### config.mk
export PLATFORM = sky130hd
export DESIGN_NAME = spi_master_top
export DESIGN_NICKNAME = d
export VERILOG_FILES = /design/src/spi_pkg.sv /design/src/spi_frame_if.sv /design/src/spi_master_top.sv /design/src/spi_ctrl.sv /design/src/spi_shifter.sv /design/src/spi_clk_gen.sv
export SDC_FILE = /design/constraint.sdc
export NUM_CORES = 1
export LEC_CHECK = 0
export ABC_CLOCK_PERIOD_IN_PS = 2000
export BUFFER_PORTS_ARGS = -buffer_cell sky130_fd_sc_hd__buf_2
export CAP_MARGIN = 5
export CORE_MARGIN = 5
export CORE_UTILIZATION = 50
export DETAILED_ROUTE_END_ITERATION = 8
export GPL_ROUTABILITY_DRIVEN = 0
export PLACE_DENSITY = 0.84
export SLEW_MARGIN = 40
export SYNTH_ARGS = -nofsm -noshare
export SYNTH_HDL_FRONTEND = slang
export SYNTH_SLANG_ARGS = --single-unit
export TNS_END_PERCENT = 100
### constraint.sdc
create_clock -name clk -period 2 [get_ports clk]
set_clock_uncertainty 0.2 [all_clocks]
set_input_delay 0.1 -clock clk [delete_from_list [all_inputs] [get_ports clk]]
set_output_delay 0.1 -clock clk [all_outputs]
set_load 0.02 [all_outputs]
### src/spi_pkg.sv
`default_nettype none

package spi_pkg;

  // Command word layout is {rw, addr[2:0], data[7:0]}.
  localparam int CMD_WIDTH  = 12;
  localparam int READ_WIDTH = 8;
  localparam int ADDR_WIDTH = 3;

  localparam int RW_BIT   = CMD_WIDTH - 1;                  // High selects a write.
  localparam int ADDR_LSB = READ_WIDTH;
  localparam int ADDR_MSB = ADDR_LSB + ADDR_WIDTH - 1;

  // A read sends only the rw flag and the address before turning the bus around.
  localparam int READ_HDR_BITS = 1 + ADDR_WIDTH;

  typedef enum logic [2:0] {
    ST_IDLE  = 3'd0,
    ST_SETUP = 3'd1,
    ST_XFER  = 3'd2,
    ST_HOLD  = 3'd3,
    ST_DONE  = 3'd4
  } ctrl_state_t;

endpackage

`default_nettype wire
### src/spi_frame_if.sv
`timescale 1ns/1ps
`default_nettype none

interface spi_frame_if;
  import spi_pkg::*;

  logic                  start;     // One cycle, only while busy is low.
  logic                  is_write;
  logic [CMD_WIDTH-1:0]  cmd;
  logic                  busy;
  logic                  done;      // One cycle after the last falling sclk edge.
  logic [READ_WIDTH-1:0] rx_data;

  modport ctrl (
    output start,
    output is_write,
    output cmd,
    input  busy,
    input  done,
    input  rx_data
  );

  modport shift (
    input  start,
    input  is_write,
    input  cmd,
    output busy,
    output done,
    output rx_data
  );

endinterface

`default_nettype wire

### src/spi_master_top.sv
`timescale 1ns/1ps
`default_nettype none

module spi_master_top #(
  parameter int unsigned CLK_DIV = 4
) (
  input  logic                           clk,
  input  logic                           rst_n,
  input  logic [spi_pkg::CMD_WIDTH-1:0]  cmd_in,
  input  logic                           cmd_vld,
  output logic                           cmd_rdy,
  output logic                           sclk,
  output logic                           cs,
  output logic                           mosi,
  input  logic                           miso,
  output logic                           read_vld,
  output logic [spi_pkg::READ_WIDTH-1:0] read_data
);

  logic run;
  logic toggle;
  logic half_tick;
  logic rise;
  logic fall;

  spi_frame_if frame_bus ();

  spi_ctrl #(
    .CLK_DIV (CLK_DIV)
  ) u_ctrl (
    .clk       (clk),
    .rst_n     (rst_n),
    .cmd_in    (cmd_in),
    .cmd_vld   (cmd_vld),
    .cmd_rdy   (cmd_rdy),
    .cs        (cs),
    .run       (run),
    .half_tick (half_tick),
    .frame     (frame_bus.ctrl),
    .read_vld  (read_vld),
    .read_data (read_data)
  );

  spi_shifter u_shifter (
    .clk    (clk),
    .rst_n  (rst_n),
    .frame  (frame_bus.shift),
    .rise   (rise),
    .fall   (fall),
    .toggle (toggle),
    .mosi   (mosi),
    .miso   (miso)
  );

  spi_clk_gen #(
    .CLK_DIV (CLK_DIV)
  ) u_clk_gen (
    .clk       (clk),
    .rst_n     (rst_n),
    .run       (run),
    .toggle    (toggle),
    .half_tick (half_tick),
    .sclk      (sclk),
    .rise      (rise),
    .fall      (fall)
  );

endmodule

`default_nettype wire

### src/spi_ctrl.sv
`timescale 1ns/1ps
`default_nettype none

module spi_ctrl #(
  parameter int unsigned CLK_DIV = 4
) (
  input  logic                           clk,
  input  logic                           rst_n,
  input  logic [spi_pkg::CMD_WIDTH-1:0]  cmd_in,
  input  logic                           cmd_vld,
  output logic                           cmd_rdy,
  output logic                           cs,
  output logic                           run,
  input  logic                           half_tick,
  spi_frame_if.ctrl                      frame,
  output logic                           read_vld,
  output logic [spi_pkg::READ_WIDTH-1:0] read_data
);
  import spi_pkg::*;

  // With the shortest divider the hold tick falls in the same cycle as done.
  localparam bit HOLD_ON_DONE = (CLK_DIV == 2);

  ctrl_state_t          state;
  logic [CMD_WIDTH-1:0] cmd_q;
  logic                 is_write_q;
  logic                 accept;

  assign accept  = cmd_vld && cmd_rdy;
  assign cmd_rdy = (state == ST_IDLE);

  always_ff @(posedge clk)
  begin
    if (accept)
    begin
      cmd_q      <= cmd_in;
      is_write_q <= cmd_in[RW_BIT];
    end
  end

  always_ff @(posedge clk or negedge rst_n)
  begin
    if (!rst_n)
    begin
      state <= ST_IDLE;
      cs    <= 1'b1;
      run   <= 1'b0;
    end
    else
    begin
      case (state)
        ST_IDLE:
          if (accept)
          begin
            state <= ST_SETUP;
            cs    <= 1'b0;
            run   <= 1'b1;                                // Setup half-period starts counting.
          end
        ST_SETUP:
          if (frame.start)
            state <= ST_XFER;
        ST_XFER:
          if (frame.done)
          begin
            state <= ST_HOLD;
            if (HOLD_ON_DONE)
            begin
              cs  <= 1'b1;
              run <= 1'b0;
            end
          end
        ST_HOLD:
          // Cs goes high on the hold tick and the FSM moves on a cycle later.
          if (cs)
            state <= ST_DONE;
          else if (half_tick)
          begin
            cs  <= 1'b1;
            run <= 1'b0;
          end
        ST_DONE:
          state <= ST_IDLE;
        default:
          state <= ST_IDLE;
      endcase
    end
  end

  assign frame.start    = (state == ST_SETUP) && half_tick && !frame.busy;
  assign frame.is_write = is_write_q;
  assign frame.cmd      = cmd_q;

  assign read_vld  = (state == ST_DONE) && !is_write_q;   // Single pulse, no back-pressure.
  assign read_data = frame.rx_data;

endmodule

`default_nettype wire

### src/spi_shifter.sv
`timescale 1ns/1ps
`default_nettype none

module spi_shifter (
  input  logic              clk,
  input  logic              rst_n,
  spi_frame_if.shift        frame,
  input  logic              rise,
  input  logic              fall,
  output logic              toggle,
  output logic              mosi,
  input  logic              miso
);
  import spi_pkg::*;

  logic [CMD_WIDTH-1:0]  tx_shift;
  logic [READ_WIDTH-1:0] rx_shift;
  logic [3:0]            rise_cnt;
  logic                  busy_q;
  logic                  done_q;
  logic                  last_fall;
  logic                  read_phase;

  assign last_fall  = busy_q && fall && (rise_cnt == 4'(CMD_WIDTH));
  assign read_phase = !frame.is_write && (rise_cnt >= 4'(READ_HDR_BITS));

  always_ff @(posedge clk or negedge rst_n)
  begin
    if (!rst_n)
    begin
      busy_q   <= 1'b0;
      done_q   <= 1'b0;
      rise_cnt <= '0;
      tx_shift <= '0;
    end
    else
    begin
      done_q <= last_fall;
      if (frame.start)
      begin
        busy_q   <= 1'b1;
        rise_cnt <= '0;
        // Reads keep only the header so mosi stays low during the data phase.
        if (frame.is_write)
          tx_shift <= frame.cmd;
        else
          tx_shift <= {frame.cmd[RW_BIT], frame.cmd[ADDR_MSB:ADDR_LSB], {READ_WIDTH{1'b0}}};
      end
      else if (busy_q)
      begin
        if (rise)
          rise_cnt <= rise_cnt + 1'b1;
        if (fall)
          tx_shift <= {tx_shift[CMD_WIDTH-2:0], 1'b0};    // Next bit appears after the fall.
        if (last_fall)
          busy_q <= 1'b0;
      end
    end
  end

  // Miso is taken one clk after the rising edge, well inside the slave's hold.
  always_ff @(posedge clk)
  begin
    if (busy_q && rise && read_phase)
      rx_shift <= {rx_shift[READ_WIDTH-2:0], miso};
  end

  assign mosi          = tx_shift[CMD_WIDTH-1];
  assign toggle        = busy_q;
  assign frame.busy    = busy_q;
  assign frame.done    = done_q;
  assign frame.rx_data = rx_shift;

endmodule

`default_nettype wire

### src/spi_clk_gen.sv
`timescale 1ns/1ps
`default_nettype none

module spi_clk_gen #(
  parameter int unsigned CLK_DIV = 4
) (
  input  logic clk,
  input  logic rst_n,
  input  logic run,
  input  logic toggle,
  output logic half_tick,
  output logic sclk,
  output logic rise,
  output logic fall
);

  localparam int unsigned CNT_W = $clog2(CLK_DIV);

  logic [CNT_W-1:0] div_cnt;

  // The counter is held at zero while idle so each frame starts on a full half-period.
  always_ff @(posedge clk or negedge rst_n)
  begin
    if (!rst_n)
      div_cnt <= '0;
    else if (!run || half_tick)
      div_cnt <= '0;
    else
      div_cnt <= div_cnt + 1'b1;
  end

  assign half_tick = run && (div_cnt == CNT_W'(CLK_DIV - 1));

  always_ff @(posedge clk or negedge rst_n)
  begin
    if (!rst_n)
    begin
      sclk <= 1'b0;                                       // Mode 0 idles low.
      rise <= 1'b0;
      fall <= 1'b0;
    end
    else
    begin
      rise <= 1'b0;
      fall <= 1'b0;
      if (!toggle)
        sclk <= 1'b0;
      else if (half_tick)
      begin
        sclk <= ~sclk;
        rise <= ~sclk;                                    // Strobes line up with the new level.
        fall <= sclk;
      end
    end
  end

endmodule

`default_nettype wire

# After elaboration in Yosys (flattened, before gate mapping)
# Index checks and enable logic that the tools add are counted.
[word_totals]
output_inout_bits = 13
reg_bits = 49
in_bits = 16
wordCells = 85
[classes]
n_reduce_logical = 24
bitwise_logic = 1
n_addsub = 2
n_lt_le_gt_ge = 1
eq_ne = 13
n_mux = 30
[ops]
columns = ["operator", "n"]
rows = [
  ["$mux 12", 3],
  ["$mux 1", 15],
  ["$mux 3", 4],
  ["$mux 4", 3],
  ["$pmux 3 s4", 1],
  ["$logic_and 1x1->1", 10],
  ["$mux 8", 1],
  ["$ne 2x1->1 const B", 4],
  ["$reduce_and 4->1", 2],
  ["$reduce_bool 2->1", 4],
  ["$eq 3x2->1 const B", 2],
  ["$ne 2x2->1 const B", 3],
  ["$reduce_and 2->1", 3],
  ["$add 4x1->4 const B", 1],
  ["$eq 4x4->1 const B", 1],
  ["$ge 4x3->1 const B", 1],
  ["$pmux 1 s2", 2],
  ["$eq 3x1->1 const B", 1],
  ["$eq 3x3->1 const B", 1],
  ["$logic_not 1->1", 3],
  ["$logic_not 3->1", 1],
  ["$add 2x1->2 const B", 1],
  ["$eq 2x2->1 const B", 1],
  ["$mux 2", 1],
  ["2 further kinds", 2],
]

# Longest topological paths before layout
[depth]
ltp_word = 6
mapped_depth = 5
depth_no_buf = 5

# Cells and area by module
# From an unflattened synthesis, not the netlist that was laid out.
[hier_totals]
hier_cells = 153
area_unflattened_um2 = 1990.7
[modules_own_cells]
columns = ["module", "area_each_um2", "cells_per_inst", "n_inst", "seq_area_each_um2"]
rows = [
  ["spi_shifter", 1089.8, 92, 1, 690.7],
  ["spi_ctrl", 711.9, 47, 1, 486.7],
  ["spi_clk_gen", 188.9, 14, 1, 125.1],
]

# Worst setup path after synthesis
# Ideal clock, no wire load.
[synth_timing]
kind = "flip-flop to flip-flop"
start = "register u_ctrl.state[0]"
end = "register u_ctrl.cmd_q[0], in the netlist u_ctrl.frame.cmd[0], enable pin"
required_time_ns = 1.420
path_buffers = 1
setup_time_ns = 0.380
path_stages_with_launch = 4
path_slack_ns = -0.089
arrival_ns = 1.508
cell_sequence = "dfrtp_1 -> buf_6 -> or3b_2 -> nor2_1"
[synth_via]
elab_chain_len = 2
[synth_rtl]
columns = ["element", "line_no", "source"]
rows = [
  ["from (decl)", "spi_ctrl.sv:24", "ctrl_state_t state;"],
  ["from (signal assigned)", "spi_ctrl.sv:45", "state <= ST_IDLE;"],
  ["from (signal assigned)", "spi_ctrl.sv:55", "state <= ST_SETUP;"],
  ["from (signal assigned)", "spi_ctrl.sv:61", "state <= ST_XFER;"],
  ["$logic_not 3->1", "spi_ctrl.sv:30", "assign cmd_rdy = (state == ST_IDLE);"],
  ["$logic_and 1x1->1", "spi_ctrl.sv:29", "assign accept = cmd_vld && cmd_rdy;"],
  ["net u_ctrl.accept", "spi_ctrl.sv:27", "logic accept;"],
  ["to (signal assigned)", "spi_ctrl.sv:36", "cmd_q <= cmd_in;"],
  ["to (decl)", "spi_ctrl.sv:25", "logic [CMD_WIDTH-1:0] cmd_q;"],
]
# The timed path passes the listed nets, and every way through them passes these cells.
# A chain may end at the register's enable or synchronous reset.

# Worst setup path after layout
[layout_timing]
start = "register u_clk_gen.div_cnt[0]"
end = "register u_shifter.tx_shift[9]"
[layout_via]
elab_chain_len = 6
[layout_rtl]
columns = ["element", "line_no", "source"]
rows = [
  ["from (decl)", "spi_clk_gen.sv:19", "logic [CNT_W-1:0] div_cnt;"],
  ["from (signal assigned)", "spi_clk_gen.sv:29", "div_cnt <= div_cnt + 1'b1;"],
  ["$eq 2x2->1 *", "spi_clk_gen.sv:32", "assign half_tick = run && (div_cnt == CNT_W'(CLK_DIV - 1));"],
  ["$logic_and 1x1->1 *", "spi_clk_gen.sv:32", ""],
  ["$logic_and 1x1->1 * (2 in series)", "spi_ctrl.sv:89", "assign frame.start = (state == ST_SETUP) && half_tick && !frame.busy;"],
  ["$reduce_bool 2->1 (no source line)", "n/a", ""],
  ["$reduce_and 2->1 (no source line)", "n/a", ""],
  ["to (signal assigned)", "spi_shifter.sv:45", "tx_shift <= frame.cmd;"],
  ["to (signal assigned)", "spi_shifter.sv:47", "tx_shift <= {frame.cmd[RW_BIT], frame.cmd[ADDR_MSB:ADDR_LSB], {READ_WIDTH{1'b0}}};"],
  ["to (signal assigned)", "spi_shifter.sv:54", "tx_shift <= {tx_shift[CMD_WIDTH-2:0], 1'b0};"],
  ["to (decl)", "spi_shifter.sv:16", "logic [CMD_WIDTH-1:0] tx_shift;"],
]
# Mark *: on every way between the ends. The rest lies on a longest branch, timed or not.

==> summary.md <==
| Metric | Value |
|---|---|
| WL per Instance | `14.5 um` |
| NumNets Final | `213` |
| Non-filler instance count after layout | `243` |
| Core ar. | `3740 sq um` |
| Die Area | `5330 sq um` |
| Initial Utilization | `0.530` |
| Diodes inserted | `0` |
| FMAX | `560 MHz` |
| Measured slew at the worst slew-check pin | `0.611 ns` |
| Outcome | `complete, no violations` |
| Total track usage | `0.147` |
| CTS Sinks | `48` |
| I/O Buffers | `28` |
| DRT Pass-1 Iters | `4` |
| Drt total wl | `between 3000 and 4000 um` |
| Mapped Nets | `between 150 and 200` |
| Die height | `73.0 um` |
| Register area share after synthesis | `0.657` |
| Final setup fails | `0` |
| Mapped Avg Cell Area | `13.4 sq um` |
| Crit-path leading delay family | `simple AND/OR/NAND/NOR gates` |
| Worst Hold Slack | `~0.11 ns` |
| FILL cells | `between 200 and 300` |
| Vias in the first global route | `roughly 1300` |
| Via count | `1268` |
| Largest area contributor in the netlist | `dfrtp_1` |
| LEAKAGE | `between 1 and 1.5 nW` |
| Share of the synthesized area in the top cell type | `0.341` |
| Post-cts resize count | `0` |
| Area Growth Syn to Fin | `20.8%` |
| Die width | `73.0 um` |
| Post-synth ARST share | `0.583` |
| RSZ-0062 raised after global routing | `false` |
| Ports | `29` |
| Final-report hold violation count | `0` |
| Worst Setup End Kind | `flop` |
| Final HPWL DP | `roughly 2500 um` |
| Hold WC Path Type | `primary input to flop` |
| Synth unique cells | `36` |
| Post-DRT Antenna Nets | `0` |
| Peak supply drop | `0.615 mV` |
| Period utilization | `0.892` |
| Root Driver | `clkbuf_8` |
| Yosys reg bits | `48` |
| Drt drc | `0` |
| Placed Instances | `221` |
| Initial antenna violation count | `0` |
| Max incr delay on CP | `approximately 0.4 ns` |
| Crit Path Category | `flop to flop` |
| H-tree Lvls | `2` |
| Setup repair bufs after CTS | `0` |
| Post-Syn Instances | `148` |
| Arrival time worst endpoint | `about 1.8 ns` |
| Number of CTS-inserted buffers | `5` |
| Setup TNS | `0 ns` |
| Top cells by area, synth | `dfrtp_1, edfxtp_1, mux2i_1` |
| Ratio of cells with drive above 1 in the final layout | `0.246` |
| First-pass GRT wire length | `5880 um` |
| List of most frequent post-synthesis cells | `dfrtp_1, edfxtp_1, nand2_1, mux2i_1, nor2_1` |
| Worst path slowest cell | `dfrtp_1` |
| Slew Viols, Final | `0` |
| GR Overflow Total | `0` |
| Cell breakdown of the critical path | `ha_1, and3b_1, and3_1, a221o_1` |
| MaxCap Viol Count | `0` |
| Netlist Area Pre-Place | `1980 sq um` |
| CP Launch Type | `flop` |
| Worst skew pair latency | `0.30 ns` |
| WP data required | `~2 ns` |
| DR vias/cell | `5.22` |
| Largest net degree at the start of global routing | `29` |
| Top-count cell post-synth | `dfrtp_1` |
| CTS tree | `yes` |
| Max-slew headroom | `0.592` |
| Yosys warns | `0` |
| CTS clock-pin slew for the worst setup and hold paths | `0.09 ns` |
| Crit Path Max Fanout | `7` |
| Power Dens Cells | `1160 nW/um^2` |
| Iteration-0 DRC Markers | `between 40 and 50` |
| EDFF count, synth | `20` |
| Dominant synthesized flop cell | `dfrtp_1` |
| Max Buffers Root-to-Sink | `2` |
| Fin crit period | `around 1.8 ns` |
| Cell Rows | `22` |
| CP Buf/Inv Count | `0` |
-- cells by family after synthesis --
kind of cell / share of synthesized area
xor gates and xnor gates: 0.00883
muxes: 0.0984
buffers and inverters: 0.0353
DFF: 0.657
adders and majority gates: 0.0189
and+or+nand+nor: 0.125
AOI/OAI and AO/OA: 0.0568
-- final cells by class --
cell class | instances | area (sq um) | share of cell area
Clock inverter | 3 | 18.8 | 0.00783
Multi-Input combinational cell | 88 | 613 | 0.256
Tap cell | 48 | 60.1 | 0.0251
Inverter | 4 | 15.0 | 0.00627
Sequential cell | 48 | 1300 | 0.544
Clock buffer | 5 | 68.8 | 0.0287
Timing Repair Buffer | 47 | 318 | 0.133
-- sequential cells by signal (all words and copies together), names as in the netlist, 2 cells and up --
signal                   flops
u_shifter.tx_shift          12
u_ctrl.state                 3
u_shifter.frame.rx_data      8
u_shifter.rise_cnt           4
u_ctrl.frame.cmd            11
u_clk_gen.div_cnt            2
-- tightest hold or removal path, delay by kind of cell --
kind	cells	cell delay (ns)
buffers and inverters	1	0.10
AO/OA/AOI/OAI	1	0.07
AND/OR/NAND/NOR	2	0.30
-- per-layer routing --
layer  vias up  GRT usage  part of all wire
li1        620          -                 -
met4         0     0.0697             0.022
met2        31      0.246              0.51
met3         8     0.0441             0.051
met1       609      0.172              0.42
met5         -          0                 0
-- where the power goes --
group          internal [mW]  switching [mW]
logic                  0.358           0.360
clock network          0.244           0.316
registers               1.28           0.215
-- metrics by stage --
stage | total power, mW | utilization | setup slack (ns) | cell area, sq um
floorplan | 2.01 | - | 0.106 | 1990
detailed placement | 2.21 | 0.579 | 0.225 | 2170
global placement | 2.14 | 0.579 | 0.267 | 2170
global route | 2.95 | 0.640 | 0.121 | 2400
finish | 2.77 | 0.640 | 0.216 | 2400
CTS | 2.79 | 0.640 | 0.218 | 2400
-- worst paths after layout --
path | startpoint | to | slack (ns) | cells past startpoint
min in group asynchronous | rst_n | u_shifter.tx_shift[9] | 0.13 | 2
max in group asynchronous | rst_n | u_shifter.tx_shift[5] | 1.07 | 2
max reg2reg | u_clk_gen.div_cnt[0] | u_shifter.tx_shift[9] | 0.22 | 4
max | u_clk_gen.div_cnt[0] | u_shifter.tx_shift[9] | 0.22 | 4
min reg2reg | u_clk_gen.div_cnt[0] | u_clk_gen.div_cnt[0] | 0.25 | 1
min | cmd_vld | u_ctrl.cs | 0.11 | 4
-- layout by cell type (no fill, tap or decap), types with 3 or more instances in the layout --
master	netlist	routed
nand2_1	16	16
o21ai_0	4	4
and3_1	3	3
ha_1	3	3
edfxtp_1	20	20
buf_4	0	5
dfrtp_1	27	27
mux2i_1	15	15
buf_2	1	28
inv_1	4	4
clkbuf_8	0	5
nor3b_1	3	3
dlygate4sd3_1	0	14
mux2_2	4	4
nand3_1	6	6
nor2_1	7	6
-- repair_timing --
item	in CTS	in global routing
setup endpoints to repair	0	0
hold buffers	14	0
hold endpoints to repair	41	0
Power figures use the tool's default switching activity.
